===== config.mk =====
export PLATFORM = sky130hd
export DESIGN_NAME = masel_top
export DESIGN_NICKNAME = d
export VERILOG_FILES = /design/src/hw/masel_pkg.sv /design/src/hw/masel_repeat.sv /design/src/hw/masel_select.sv /design/src/hw/masel_stack.sv /design/src/hw/masel_top.sv /design/src/hw/masel_upc.sv
export SDC_FILE = /design/constraint.sdc
export NUM_CORES = 1
export LEC_CHECK = 0
export ABC_CLOCK_PERIOD_IN_PS = 3330
export BUFFER_PORTS_ARGS = -buffer_cell sky130_fd_sc_hd__buf_2
export CAP_MARGIN = 20
export CORE_UTILIZATION = 60
export DETAILED_ROUTE_END_ITERATION = 6
export PLACE_DENSITY = 0.77
export SLEW_MARGIN = 30
export SYNTH_ARGS = -nofsm -noshare
export SYNTH_HDL_FRONTEND = slang
export SYNTH_SLANG_ARGS = --single-unit

===== constraint.sdc =====
create_clock -name s_mclk -period 3.33 [get_ports s_mclk]
set_clock_uncertainty 0.05 [all_clocks]
set_input_delay 0.1665 -clock s_mclk [delete_from_list [all_inputs] [get_ports s_mclk]]
set_output_delay 0.1665 -clock s_mclk [all_outputs]
set_load 0.02 [all_outputs]

===== src/hw/masel_pkg.sv =====
// Address and count widths, selector code enum, return stack depth and pointer type

package masel_pkg;

  // Microaddress width, 8K words of control store
  localparam int UADDR_W = 13;

  // Repeat count taken from the low jump field bits
  localparam int REP_CNT_W = 8;

  // Return stack geometry
  localparam int STACK_DEPTH = 4;
  localparam int SP_W        = $clog2(STACK_DEPTH);

  // Microinstruction address
  typedef logic [UADDR_W-1:0] uaddr_t;

  // Repeat loop count
  typedef logic [REP_CNT_W-1:0] rep_cnt_t;

  // Return stack pointer, wraps at STACK_DEPTH
  typedef logic [SP_W-1:0] sp_t;

  // Next address source selector
  typedef enum logic [2:0] {
    SEL_NEXT     = 3'd0, // ma + 1
    SEL_JUMP     = 3'd1, // Jump field
    SEL_JCOND    = 3'd2, // Jump field if cond, else ma + 1
    SEL_CALL     = 3'd3, // Jump field, push ma + 1
    SEL_RET      = 3'd4, // Pop return address
    SEL_HOLD     = 3'd5, // Stay put
    SEL_RPT_SET  = 3'd6, // Load count and loop start
    SEL_RPT_LOOP = 3'd7  // Back to loop start while count nonzero
  } sel_t;

endpackage


===== src/hw/masel_repeat.sv =====
// Repeat unit with loop start register, loop counter and loop-taken decision
`timescale 1ns/1ns

module masel_repeat (
  input  logic                s_mclk,
  input  logic                arst_n,
  input  logic                rep_load,  // Capture count and start
  input  logic                rep_step,  // Count one loop pass
  input  logic                loop_req,  // Selector asks for a loop step
  input  masel_pkg::rep_cnt_t cnt_in,    // New count from jump field
  input  masel_pkg::uaddr_t   start_in,  // Loop start, address after the set
  output masel_pkg::uaddr_t   rep_addr,  // Loop start address
  output logic                rep_taken  // Loop goes back this cycle
);

  masel_pkg::rep_cnt_t rep_cnt;   // Remaining passes
  masel_pkg::uaddr_t   rep_start; // Loop start register
  logic                cnt_zero;

  // Loop count register
  always_ff @(posedge s_mclk or negedge arst_n) begin
    if (!arst_n) begin
      rep_cnt <= '0;
    end else if (rep_load) begin
      rep_cnt <= cnt_in;
    end else if (rep_step && rep_taken) begin
      rep_cnt <= rep_cnt - masel_pkg::rep_cnt_t'(1); // One pass used
    end
  end

  // Loop start register
  // Only changes on a new set
  always_ff @(posedge s_mclk or negedge arst_n) begin
    if (!arst_n) begin
      rep_start <= '0;
    end else if (rep_load) begin
      rep_start <= start_in;
    end
  end

  // The only zero test of the count in the design
  assign cnt_zero = (rep_cnt == '0);

  // Taken while passes remain, falls through at zero
  assign rep_taken = loop_req & ~cnt_zero;
  assign rep_addr  = rep_start;

endmodule


===== src/hw/masel_select.sv =====
// Next-address multiplexer with stack and repeat strobe decode
`timescale 1ns/1ns

module masel_select (
  input  masel_pkg::sel_t     sel,       // Selector code from microword
  input  logic                cond,      // Condition bit for SEL_JCOND
  input  masel_pkg::uaddr_t   jaddr,     // Jump field
  input  masel_pkg::uaddr_t   ma,        // Current address
  input  masel_pkg::uaddr_t   ma_inc,    // Current address + 1
  input  masel_pkg::uaddr_t   stack_top, // Return address
  input  masel_pkg::uaddr_t   rep_addr,  // Loop start
  input  logic                rep_taken, // Repeat unit says loop back
  output masel_pkg::uaddr_t   next_ma,
  output logic                push,
  output logic                pop,
  output masel_pkg::uaddr_t   push_data,
  output logic                rep_load,
  output logic                rep_step,
  output logic                loop_req,
  output masel_pkg::rep_cnt_t rep_cnt
);

  // Loop request straight from the code
  // Kept outside the mux so rep_taken has no path back into it
  assign loop_req = (sel == masel_pkg::SEL_RPT_LOOP);

  // Calls save the following address
  assign push_data = ma_inc;

  // Count comes from the low jump field bits
  assign rep_cnt = jaddr[masel_pkg::REP_CNT_W-1:0];

  // Address mux and strobe decode
  always_comb begin
    next_ma  = ma_inc; // Default is sequential
    push     = 1'b0;
    pop      = 1'b0;
    rep_load = 1'b0;
    rep_step = 1'b0;
    case (sel)
      masel_pkg::SEL_NEXT: next_ma = ma_inc;
      masel_pkg::SEL_JUMP: next_ma = jaddr;
      masel_pkg::SEL_JCOND: begin
        if (cond) begin
          next_ma = jaddr; // Taken branch
        end
      end
      masel_pkg::SEL_CALL: begin
        next_ma = jaddr;
        push    = 1'b1;
      end
      masel_pkg::SEL_RET: begin
        next_ma = stack_top;
        pop     = 1'b1;
      end
      masel_pkg::SEL_HOLD: next_ma = ma; // Wait in place
      masel_pkg::SEL_RPT_SET: rep_load = 1'b1; // Body starts at ma + 1
      masel_pkg::SEL_RPT_LOOP: begin
        // Repeat unit owns the decision
        if (rep_taken) begin
          next_ma  = rep_addr;
          rep_step = 1'b1;
        end
      end
      default: next_ma = ma_inc;
    endcase
  end

endmodule


===== src/hw/masel_stack.sv =====
// Four-entry circular return address stack with push and pop
`timescale 1ns/1ns

module masel_stack (
  input  logic              s_mclk,
  input  logic              arst_n,
  input  logic              push,      // Call strobe
  input  logic              pop,       // Return strobe
  input  masel_pkg::uaddr_t push_data, // Return address to save
  output masel_pkg::uaddr_t stack_top  // Entry below the pointer
);

  // Return address entries
  masel_pkg::uaddr_t stack_mem [masel_pkg::STACK_DEPTH];

  // Points at the next free slot
  masel_pkg::sp_t sp;
  masel_pkg::sp_t sp_below;

  // Pointer update
  // Wraps both ways, no full or empty flags
  always_ff @(posedge s_mclk or negedge arst_n) begin
    if (!arst_n) begin
      sp <= '0;
    end else if (push) begin
      sp <= sp + masel_pkg::sp_t'(1); // Advance past written slot
    end else if (pop) begin
      sp <= sp_below;                 // Step back to last entry
    end
  end

  // Entry writes
  // Fifth push lands on the oldest entry
  always_ff @(posedge s_mclk or negedge arst_n) begin
    if (!arst_n) begin
      for (int i = 0; i < masel_pkg::STACK_DEPTH; i++) begin
        stack_mem[i] <= '0;
      end
    end else if (push) begin
      stack_mem[sp] <= push_data;
    end
  end

  // Last written slot
  assign sp_below = sp - masel_pkg::sp_t'(1);

  // Popped value is visible before the pop edge
  // Empty stack just wraps to the top slot
  assign stack_top = stack_mem[sp_below];

endmodule


===== src/hw/masel_top.sv =====
// Microprogram address selector top with counter, repeat unit, stack and mux
`timescale 1ns/1ns

module masel_top (
  input  logic              s_mclk,
  input  logic              arst_n,
  input  masel_pkg::sel_t   sel,   // Next address source
  input  logic              cond,  // Branch condition
  input  masel_pkg::uaddr_t jaddr, // Jump field
  output masel_pkg::uaddr_t ma     // Current microaddress
);

  masel_pkg::uaddr_t   next_ma;
  masel_pkg::uaddr_t   ma_inc;
  masel_pkg::uaddr_t   stack_top;
  masel_pkg::uaddr_t   push_data;
  masel_pkg::uaddr_t   rep_addr;
  masel_pkg::rep_cnt_t rep_cnt;
  logic                push;
  logic                pop;
  logic                rep_load;
  logic                rep_step;
  logic                rep_taken;
  logic                loop_req;

  // Address register, the only cycle of latency
  masel_upc u_upc (
    .s_mclk  (s_mclk),
    .arst_n  (arst_n),
    .next_ma (next_ma),
    .ma      (ma),
    .ma_inc  (ma_inc)
  );

  // Counted loops
  masel_repeat u_repeat (
    .s_mclk    (s_mclk),
    .arst_n    (arst_n),
    .rep_load  (rep_load),
    .rep_step  (rep_step),
    .loop_req  (loop_req),
    .cnt_in    (rep_cnt),
    .start_in  (ma_inc),    // Loop body follows the set word
    .rep_addr  (rep_addr),
    .rep_taken (rep_taken)
  );

  // Subroutine return addresses
  masel_stack u_stack (
    .s_mclk    (s_mclk),
    .arst_n    (arst_n),
    .push      (push),
    .pop       (pop),
    .push_data (push_data),
    .stack_top (stack_top)
  );

  // Combinational source select
  masel_select u_select (
    .sel       (sel),
    .cond      (cond),
    .jaddr     (jaddr),
    .ma        (ma),
    .ma_inc    (ma_inc),
    .stack_top (stack_top),
    .rep_addr  (rep_addr),
    .rep_taken (rep_taken),
    .next_ma   (next_ma),
    .push      (push),
    .pop       (pop),
    .push_data (push_data),
    .rep_load  (rep_load),
    .rep_step  (rep_step),
    .loop_req  (loop_req),
    .rep_cnt   (rep_cnt)
  );

endmodule


===== src/hw/masel_upc.sv =====
// Microprogram counter register with combinational incrementer
`timescale 1ns/1ns

module masel_upc (
  input  logic              s_mclk,
  input  logic              arst_n,
  input  masel_pkg::uaddr_t next_ma, // Selected next address
  output masel_pkg::uaddr_t ma,      // Current microaddress
  output masel_pkg::uaddr_t ma_inc   // ma + 1
);

  // Microaddress register
  // Loaded every clock, no enable
  always_ff @(posedge s_mclk or negedge arst_n) begin
    if (!arst_n) begin
      ma <= '0; // Start of microprogram
    end else begin
      ma <= next_ma;
    end
  end

  // Incrementer, wraps 1FFF -> 0
  assign ma_inc = ma + masel_pkg::uaddr_t'(1);

endmodule


==> flow_metrics.tcl, run 1 <==
set metrics [dict create \
    drc 0 \
    hpwlAfterDp_mm 6.84 \
    dr.pass1.iters 5 \
    cp_max_fo 18 \
    setup_violations 0 \
    outcome "completed" \
    pin_count 32 \
    ys_warn_count 0 \
    die_area_um2 7640 \
    irDropWorstVdd_mv 0.467 \
    portBuffers 31 \
    cts_tree "yes" \
    grt_max_degree 89 \
    grt_pass1_wl_mm 16.6 \
    dp.cells 548 \
    cp.arrival_ns 2.59 \
    power_mw 4.03 \
    max-slew-margin-rel_pct 43.2 \
    seq_area_frac_synth_pct 50.3 \
    power_density_nw_per_um2 840 \
    antenna_found_initial 0 \
    ys_types 41 \
    rsz0062_at_grt "no" \
    synth_edf_count 0 \
    synthArstFlopShare_pct 100 \
    synthCells 444 \
    ys_ff_latch 88 \
    slew_viol_final 0 \
    end_kind "register" \
    max_freq_mhz 416 \
    fillerInstances 549 \
    syn_nets 471 \
    initial_core_util_pct 63.4 \
    cts.sinks 88 \
    finalSetupTns_ns 0 \
    final_cell_area_um2 4790 \
    syn_avg_cell_area_um2 9.86 \
    final.min_clock_period_ns 2.41 \
    num_rows 30 \
    worstMarginPinSlew_ns 0.852 \
    finalHoldViolCount 0 \
    grt_remaining_overflow 0 \
    placed_area_um2 4560 \
    final_antenna_net_count 0 \
    vias_per_cell 6.08 \
    place_ws_ns 0.934 \
    drt-wirelength-per-cell_um 17.7 \
    multiInputGateArea_um2 2020 \
    regArea_um2 2200 \
    die_w_um 87.4 \
    root_buffer "clkbuf_8" \
    hold_class "in -> reg" \
    grt_usage_pct 29.0 \
    drtIter0Drc 272 \
    clkLatencyLatePin_ns 0.36 \
    cts_buffer_depth 2 \
    cts_resized 0 \
    dr_total_vias 3439 \
    gp_congestion 0.857 \
    areaGrowthSynthToFinish_pct 9.55 \
    clk_pin_slew_worst_paths_ns 0.09 \
    coreArea_um2 6910 \
    final_layout_size_suffix_gt1_share_pct 17.2 \
    synth-main-ff-cell "dfrtp_1" \
    holdWs_ns 0.00920 \
    stdcell_count 566 \
    dieHeight_um 87.4 \
    cts-buffers-inserted 9 \
    finalWirelength_mm 10.0 \
    grt_pass1_vias 3418 \
    diodes 0 \
    period_share_pct 72.3 \
    crit_type "reg -> reg" \
    finalNetCount 492 \
    post-route-util_pct 69.4 \
    worst_setup_path_start_kind "register" \
    netlist_area_um2 4380 \
    cp_data_required_time_ns 3.51 \
    p_leak_nw 2.11 \
    h-tree-depth 3 \
    finalWorstSetupSlack_ns 0.924 \
    drv_cap 0 \
]
synth_stat cells, drive strengths merged (2+ instances only):
cell type | count | area share (%)
nand2 | 93 | 8.0
dfrtp | 88 | 50
o21ai | 72 | 8.3
nor2 | 30 | 2.6
clkbuf | 24 | 2.1
a31oi | 13 | 1.9
mux4 | 12 | 6.2
nand2b | 12 | 1.7
a221oi | 11 | 3.2
xnor2 | 10 | 2.0
nor3 | 9 | 1.0
ha | 8 | 2.3
nand3 | 7 | 0.80
a21oi | 6 | 0.69
a22oi | 5 | 0.86
inv | 5 | 0.43
mux2 | 5 | 1.3
a221o | 4 | 0.94
buf | 4 | 0.94
nor2b | 3 | 0.43
a21boi | 2 | 0.34
and2 | 2 | 0.29
nand3b | 2 | 0.34
nand4 | 2 | 0.29
nor4 | 2 | 0.29
o311ai | 2 | 0.40
xor2 | 2 | 0.40
sequential cells by signal, indices dropped and copies added (netlist names):
name / count
u_repeat.rep_addr: 13
u_stack.stack_mem: 52
u_repeat.rep_cnt: 8
u_upc.ma: 13
u_stack.sp: 2
path summary, 6_finish.rpt:
kind | from | endpoint | slack, ns | depth (start not counted)
worst max register to register | u_repeat.rep_cnt[0] | u_upc.ma[5] | 0.92 | 6
max in group asynchronous | arst_n | u_stack.stack_mem[1] | 2.28 | 2
min in group asynchronous | arst_n | u_repeat.rep_cnt[2] | 0.39 | 2
worst min register to register | u_stack.stack_mem[37] | u_stack.stack_mem[37] | 0.44 | 2
worst min-delay path | jaddr[4] | u_repeat.rep_cnt[4] | 0.009 | 2
worst max-delay path | u_repeat.rep_cnt[0] | u_upc.ma[5] | 0.92 | 6
worst max-delay path: stages, from the launching register on:
cell and delay (ns):
dfrtp_1 0.38, inv_1 0.13, ha_1 0.19, or3b_2 0.47, o21a_1 0.49, a221oi_1 0.44
a31oi_1 0.13
routing by layer:
metal  GRT usage [%]  routed length (um)  up-vias  share of wire, %
li1                -                   -     1608                 -
met4            11.5                 243        0               2.4
met1            39.9                4570     1706                46
met3            3.51                 418       21               4.2
met5               0                   0        -                 0
met2            47.0                4800      104                48
where the power goes:
group          total (mW)  switching, mW  leakage [nW]  internal [mW]
sequential           1.83          0.339          1.11           1.49
clock               0.781          0.404         0.104          0.377
combinational        1.42          0.770         0.890          0.647
total                4.03           1.51          2.11           2.51
final cells by class:
class | count | share of cell area (%)
clock buffer | 10 | 2.87
clock inverter | 6 | 1.51
inverter | 5 | 0.391
multi-input combinational | 323 | 42.2
sequential | 88 | 45.9
tap | 96 | 2.51
timing repair buffer | 38 | 4.57
timing repair:
item	CTS	global route
hold endpoints to repair	89	0
hold buffers	2	0
setup buffers	0	0
layout by cell type (no fill, tap or decap), drive strengths merged, types with 5 or more instances in the layout:
| cell | count |
|---|---|
| a21oi | 6 |
| a221oi | 11 |
| a22oi | 5 |
| a31oi | 13 |
| buf | 36 |
| clkbuf | 10 |
| dfrtp | 88 |
| ha | 8 |
| inv | 8 |
| mux2 | 5 |
| mux4 | 12 |
| nand2 | 93 |
| nand2b | 12 |
| nand3 | 7 |
| nor2 | 30 |
| nor3 | 9 |
| o21ai | 72 |
| xnor2 | 10 |
logic make-up (layout without fill, tap and decap cells):
kind of cell | count (synthesis) | after routing | synth area share (%)
adder cells (fa/ha/maj) | 8 | 8 | 2.29
flip-flops | 88 | 88 | 50.3
multiplexers | 18 | 18 | 7.69
buffers and inverters | 33 | 59 | 3.43
XOR/XNOR | 12 | 12 | 2.40
AND/OR/NAND/NOR | 167 | 167 | 16.7
AO/OA/AOI/OAI | 118 | 118 | 17.2
Note: power is estimated with default switching activity, not from simulation.
==> run 2: changes to the inputs <==
--- a/config.mk
+++ b/config.mk
@@ -5,12 +5,13 @@
 export SDC_FILE = /design/constraint.sdc
 export NUM_CORES = 1
 export LEC_CHECK = 0
-export ABC_CLOCK_PERIOD_IN_PS = 3330
+export ABC_AREA = 1
+export ABC_CLOCK_PERIOD_IN_PS = 2200
 export BUFFER_PORTS_ARGS = -buffer_cell sky130_fd_sc_hd__buf_2
 export CAP_MARGIN = 20
-export CORE_UTILIZATION = 60
+export CORE_UTILIZATION = 55
 export DETAILED_ROUTE_END_ITERATION = 6
-export PLACE_DENSITY = 0.77
+export PLACE_DENSITY = 0.74
 export SLEW_MARGIN = 30
 export SYNTH_ARGS = -nofsm -noshare
 export SYNTH_HDL_FRONTEND = slang
==> constraint.sdc (replaced) <==
create_clock -name s_mclk -period 2.2 [get_ports s_mclk]
set_clock_uncertainty 0.05 [all_clocks]
set_input_delay 0.11 -clock s_mclk [delete_from_list [all_inputs] [get_ports s_mclk]]
set_output_delay 0.11 -clock s_mclk [all_outputs]
set_load 0.02 [all_outputs]
==> run 2 against run 1 <==
Effect of this change: global-route usage increased by 0.50 points; combinational power increased by 97%; non-clock buffer count increased by 18; largest cell class is now multi-input gates.
==> flow_metrics.tcl, run 2 <==
set metrics [dict create \
    outcome "completed" \
    grt_usage_pct 29.5 \
    gp_congestion 0.935 \
    max_freq_mhz 527 \
    die_w_um 95.0 \
    coreArea_um2 8300 \
    final.min_clock_period_ns 1.90 \
    final_cell_area_um2 5300 \
    finalHoldViolCount 0 \
    yosys.cell_count.top_type "nand2_1" \
    ys_ff_latch 88 \
    grt_remaining_overflow 0 \
    dr_total_vias 4393 \
    switching_share_pct 43.8 \
    synth_area_leaders "dfrtp_1 (46%), nand2_1 (20%), nand3_1 (5.8%)" \
    grt_max_degree 47 \
    largest_register_ffs 52 \
    cts-buffers-inserted 9 \
    seq_power_share_pct 41.8 \
    cp_data_required_time_ns 2.44 \
    p_int_mw 3.78 \
    cts_tree "yes" \
    h-tree-depth 3 \
    final_antenna_net_count 0 \
    power_density_nw_per_um2 1270 \
    fillerInstances 734 \
    hold_class "in -> reg" \
    multiInputGateArea_um2 2220 \
    diodes 0 \
    max-slew-margin-rel_pct 59.9 \
    clk_pin_slew_worst_paths_ns 0.09 \
    rsz0062_at_grt "no" \
    most-common-layout-cells "nand2_1 (249), dfrtp_1 (88), nor2_1 (55), nand3_1 (55), a21oi_1 (40)" \
    synth_commonest_cells "nand2_1 (249), dfrtp_1 (88), nand3_1 (55), nor2_1 (55), a21oi_1 (40)" \
    end_kind "register" \
    syn_avg_cell_area_um2 7.36 \
    dp.cells 772 \
    finalWirelength_mm 12.4 \
    netlist_area_um2 4760 \
    setup_violations 0 \
    cts_resized 0 \
    synth_edf_count 0 \
    drc 0 \
    grt_pass1_wl_mm 19.9 \
    vias_per_cell 5.52 \
    worst_setup_path_start_kind "register" \
    num_rows 33 \
    slew_viol_final 0 \
    finalSetupTns_ns 0 \
    switchingPower_mw 2.95 \
    die_area_um2 9020 \
    seq_area_frac_synth_pct 46.3 \
    areaGrowthSynthToFinish_pct 11.4 \
    synthArstFlopShare_pct 100 \
    grt_pass1_vias 4099 \
    stdcell_count 796 \
    hpwlAfterDp_mm 8.95 \
    power.share.clock_pct 16.6 \
    power_frac_comb_pct 41.6 \
    portBuffers 31 \
    regMostFlops "u_stack.stack_mem" \
    synthCells 646 \
    synth-main-ff-cell "dfrtp_1" \
    dr.pass1.iters 5 \
    placed_area_um2 5020 \
    initial_core_util_pct 57.3 \
    ys_types 31 \
    clkLatencyLatePin_ns 0.36 \
    yosys.area.top_type "dfrtp_1" \
    cp.arrival_ns 2.14 \
    antenna_found_initial 0 \
    p_leak_nw 2.68 \
    final_layout_size_suffix_gt1_share_pct 11.9 \
    power_mw 6.72 \
    drv_cap 0 \
    period_share_pct 86.3 \
    finalNetCount 714 \
    worstMarginPinSlew_ns 0.601 \
    ys_warn_count 0 \
    pin_count 32 \
    syn_nets 673 \
    dieHeight_um 95.0 \
    drtIter0Drc 307 \
    final_common_cell "nand2_1" \
    cts.sinks 88 \
    cts_buffer_depth 2 \
    root_buffer "clkbuf_8" \
    irDropWorstVdd_mv 0.520 \
    drt-wirelength-per-cell_um 15.5 \
    cp_max_fo 11 \
    crit_type "reg -> reg" \
    regArea_um2 2200 \
    synth.top_cell.area_share_pct 46.3 \
]
-- run 2: cell count changes after synthesis, sizes merged, moves of 20 or more --
cell    delta
nand2    +159
nand3     +50
inv       +35
a21oi     +34
nor2      +31
o21ai     -26
clkbuf    -22
buf       +20
-- run 2: power by group through the flow --
stage	Clock, mW	Sequential, mW	Combinational, mW
2_1_floorplan	0	2.78	1.92
3_3_place_gp	0	2.81	2.66
3_5_place_dp	0	2.82	2.75
4_1_cts	1.13	2.79	2.78
5_1_grt	1.19	2.88	3.16
6_report	1.12	2.81	2.80
-- run 2: routing by layer --
layer,global-route usage [%],part of all wire [%]
met5,0,0
met4,12.9,2.6
met3,4.03,7.4
met2,47.1,46
met1,40.0,44
-- run 2: path summary, 6_finish.rpt --
path                       slack [ns]                     to                  start  cells after the start
setup / recovery                 0.30            u_upc.ma[2]          u_stack.sp[0]                      8
hold / removal                   0.07           u_upc.ma[10]              jaddr[10]                      5
setup reg to reg                 0.30            u_upc.ma[2]          u_stack.sp[0]                      8
hold reg to reg                  0.44  u_stack.stack_mem[12]  u_stack.stack_mem[12]                      2
max in group asynchronous        1.23   u_repeat.rep_addr[0]                 arst_n                      3
min in group asynchronous        0.24  u_stack.stack_mem[40]                 arst_n                      2
-- run 2: logic make-up (layout without fill, tap and decap cells) --
| logic type | after synthesis | after routing | synth area share [%] |
|---|---|---|---|
| simple gates | 376 | 376 | 32.7 |
| compound gates | 95 | 95 | 10.5 |
| xor+xnor | 8 | 8 | 1.47 |
| flops | 88 | 88 | 46.3 |
| buf+inv | 71 | 116 | 6.95 |
| fa+ha+maj | 8 | 8 | 2.10 |
-- run 2: worst max-delay path, stage by stage, from the launching register on --
cell and delay (ns):
dfrtp_1 0.37, inv_2 0.11, ha_1 0.35, clkinv_1 0.31, nand3_1 0.24, nand3_1 0.11, nor2_1 0.12, nor2_1 0.06
a21oi_1 0.11
-- run 2: what timing repair did --
action                    in CTS  in global routing
hold buffers                   9                  0
hold endpoints to repair      52                  0
buffers inserted               0                  0
-- run 2: final cells by class --
| class | instances | area share, % |
|---|---|---|
| inverters | 45 | 3.26 |
| well taps | 105 | 2.48 |
| multi-input cells | 487 | 42.0 |
| clock buffers | 10 | 2.41 |
| repair buffers | 56 | 7.18 |
| clock inverters | 5 | 1.11 |
| flip-flops and latches | 88 | 41.6 |
-- run 2: through the flow --
step | setup WS [ns] | hold slack (ns) | utilization, %
CTS | 0.341 | 0.0658 | 63.8
floorplan | 0.289 | -0.236 | -
finish | 0.301 | 0.0691 | 63.8
global route | 0.208 | 0.101 | 63.8
global placement | 0.441 | 0.105 | 60.5
detailed placement | 0.379 | 0.108 | 60.5
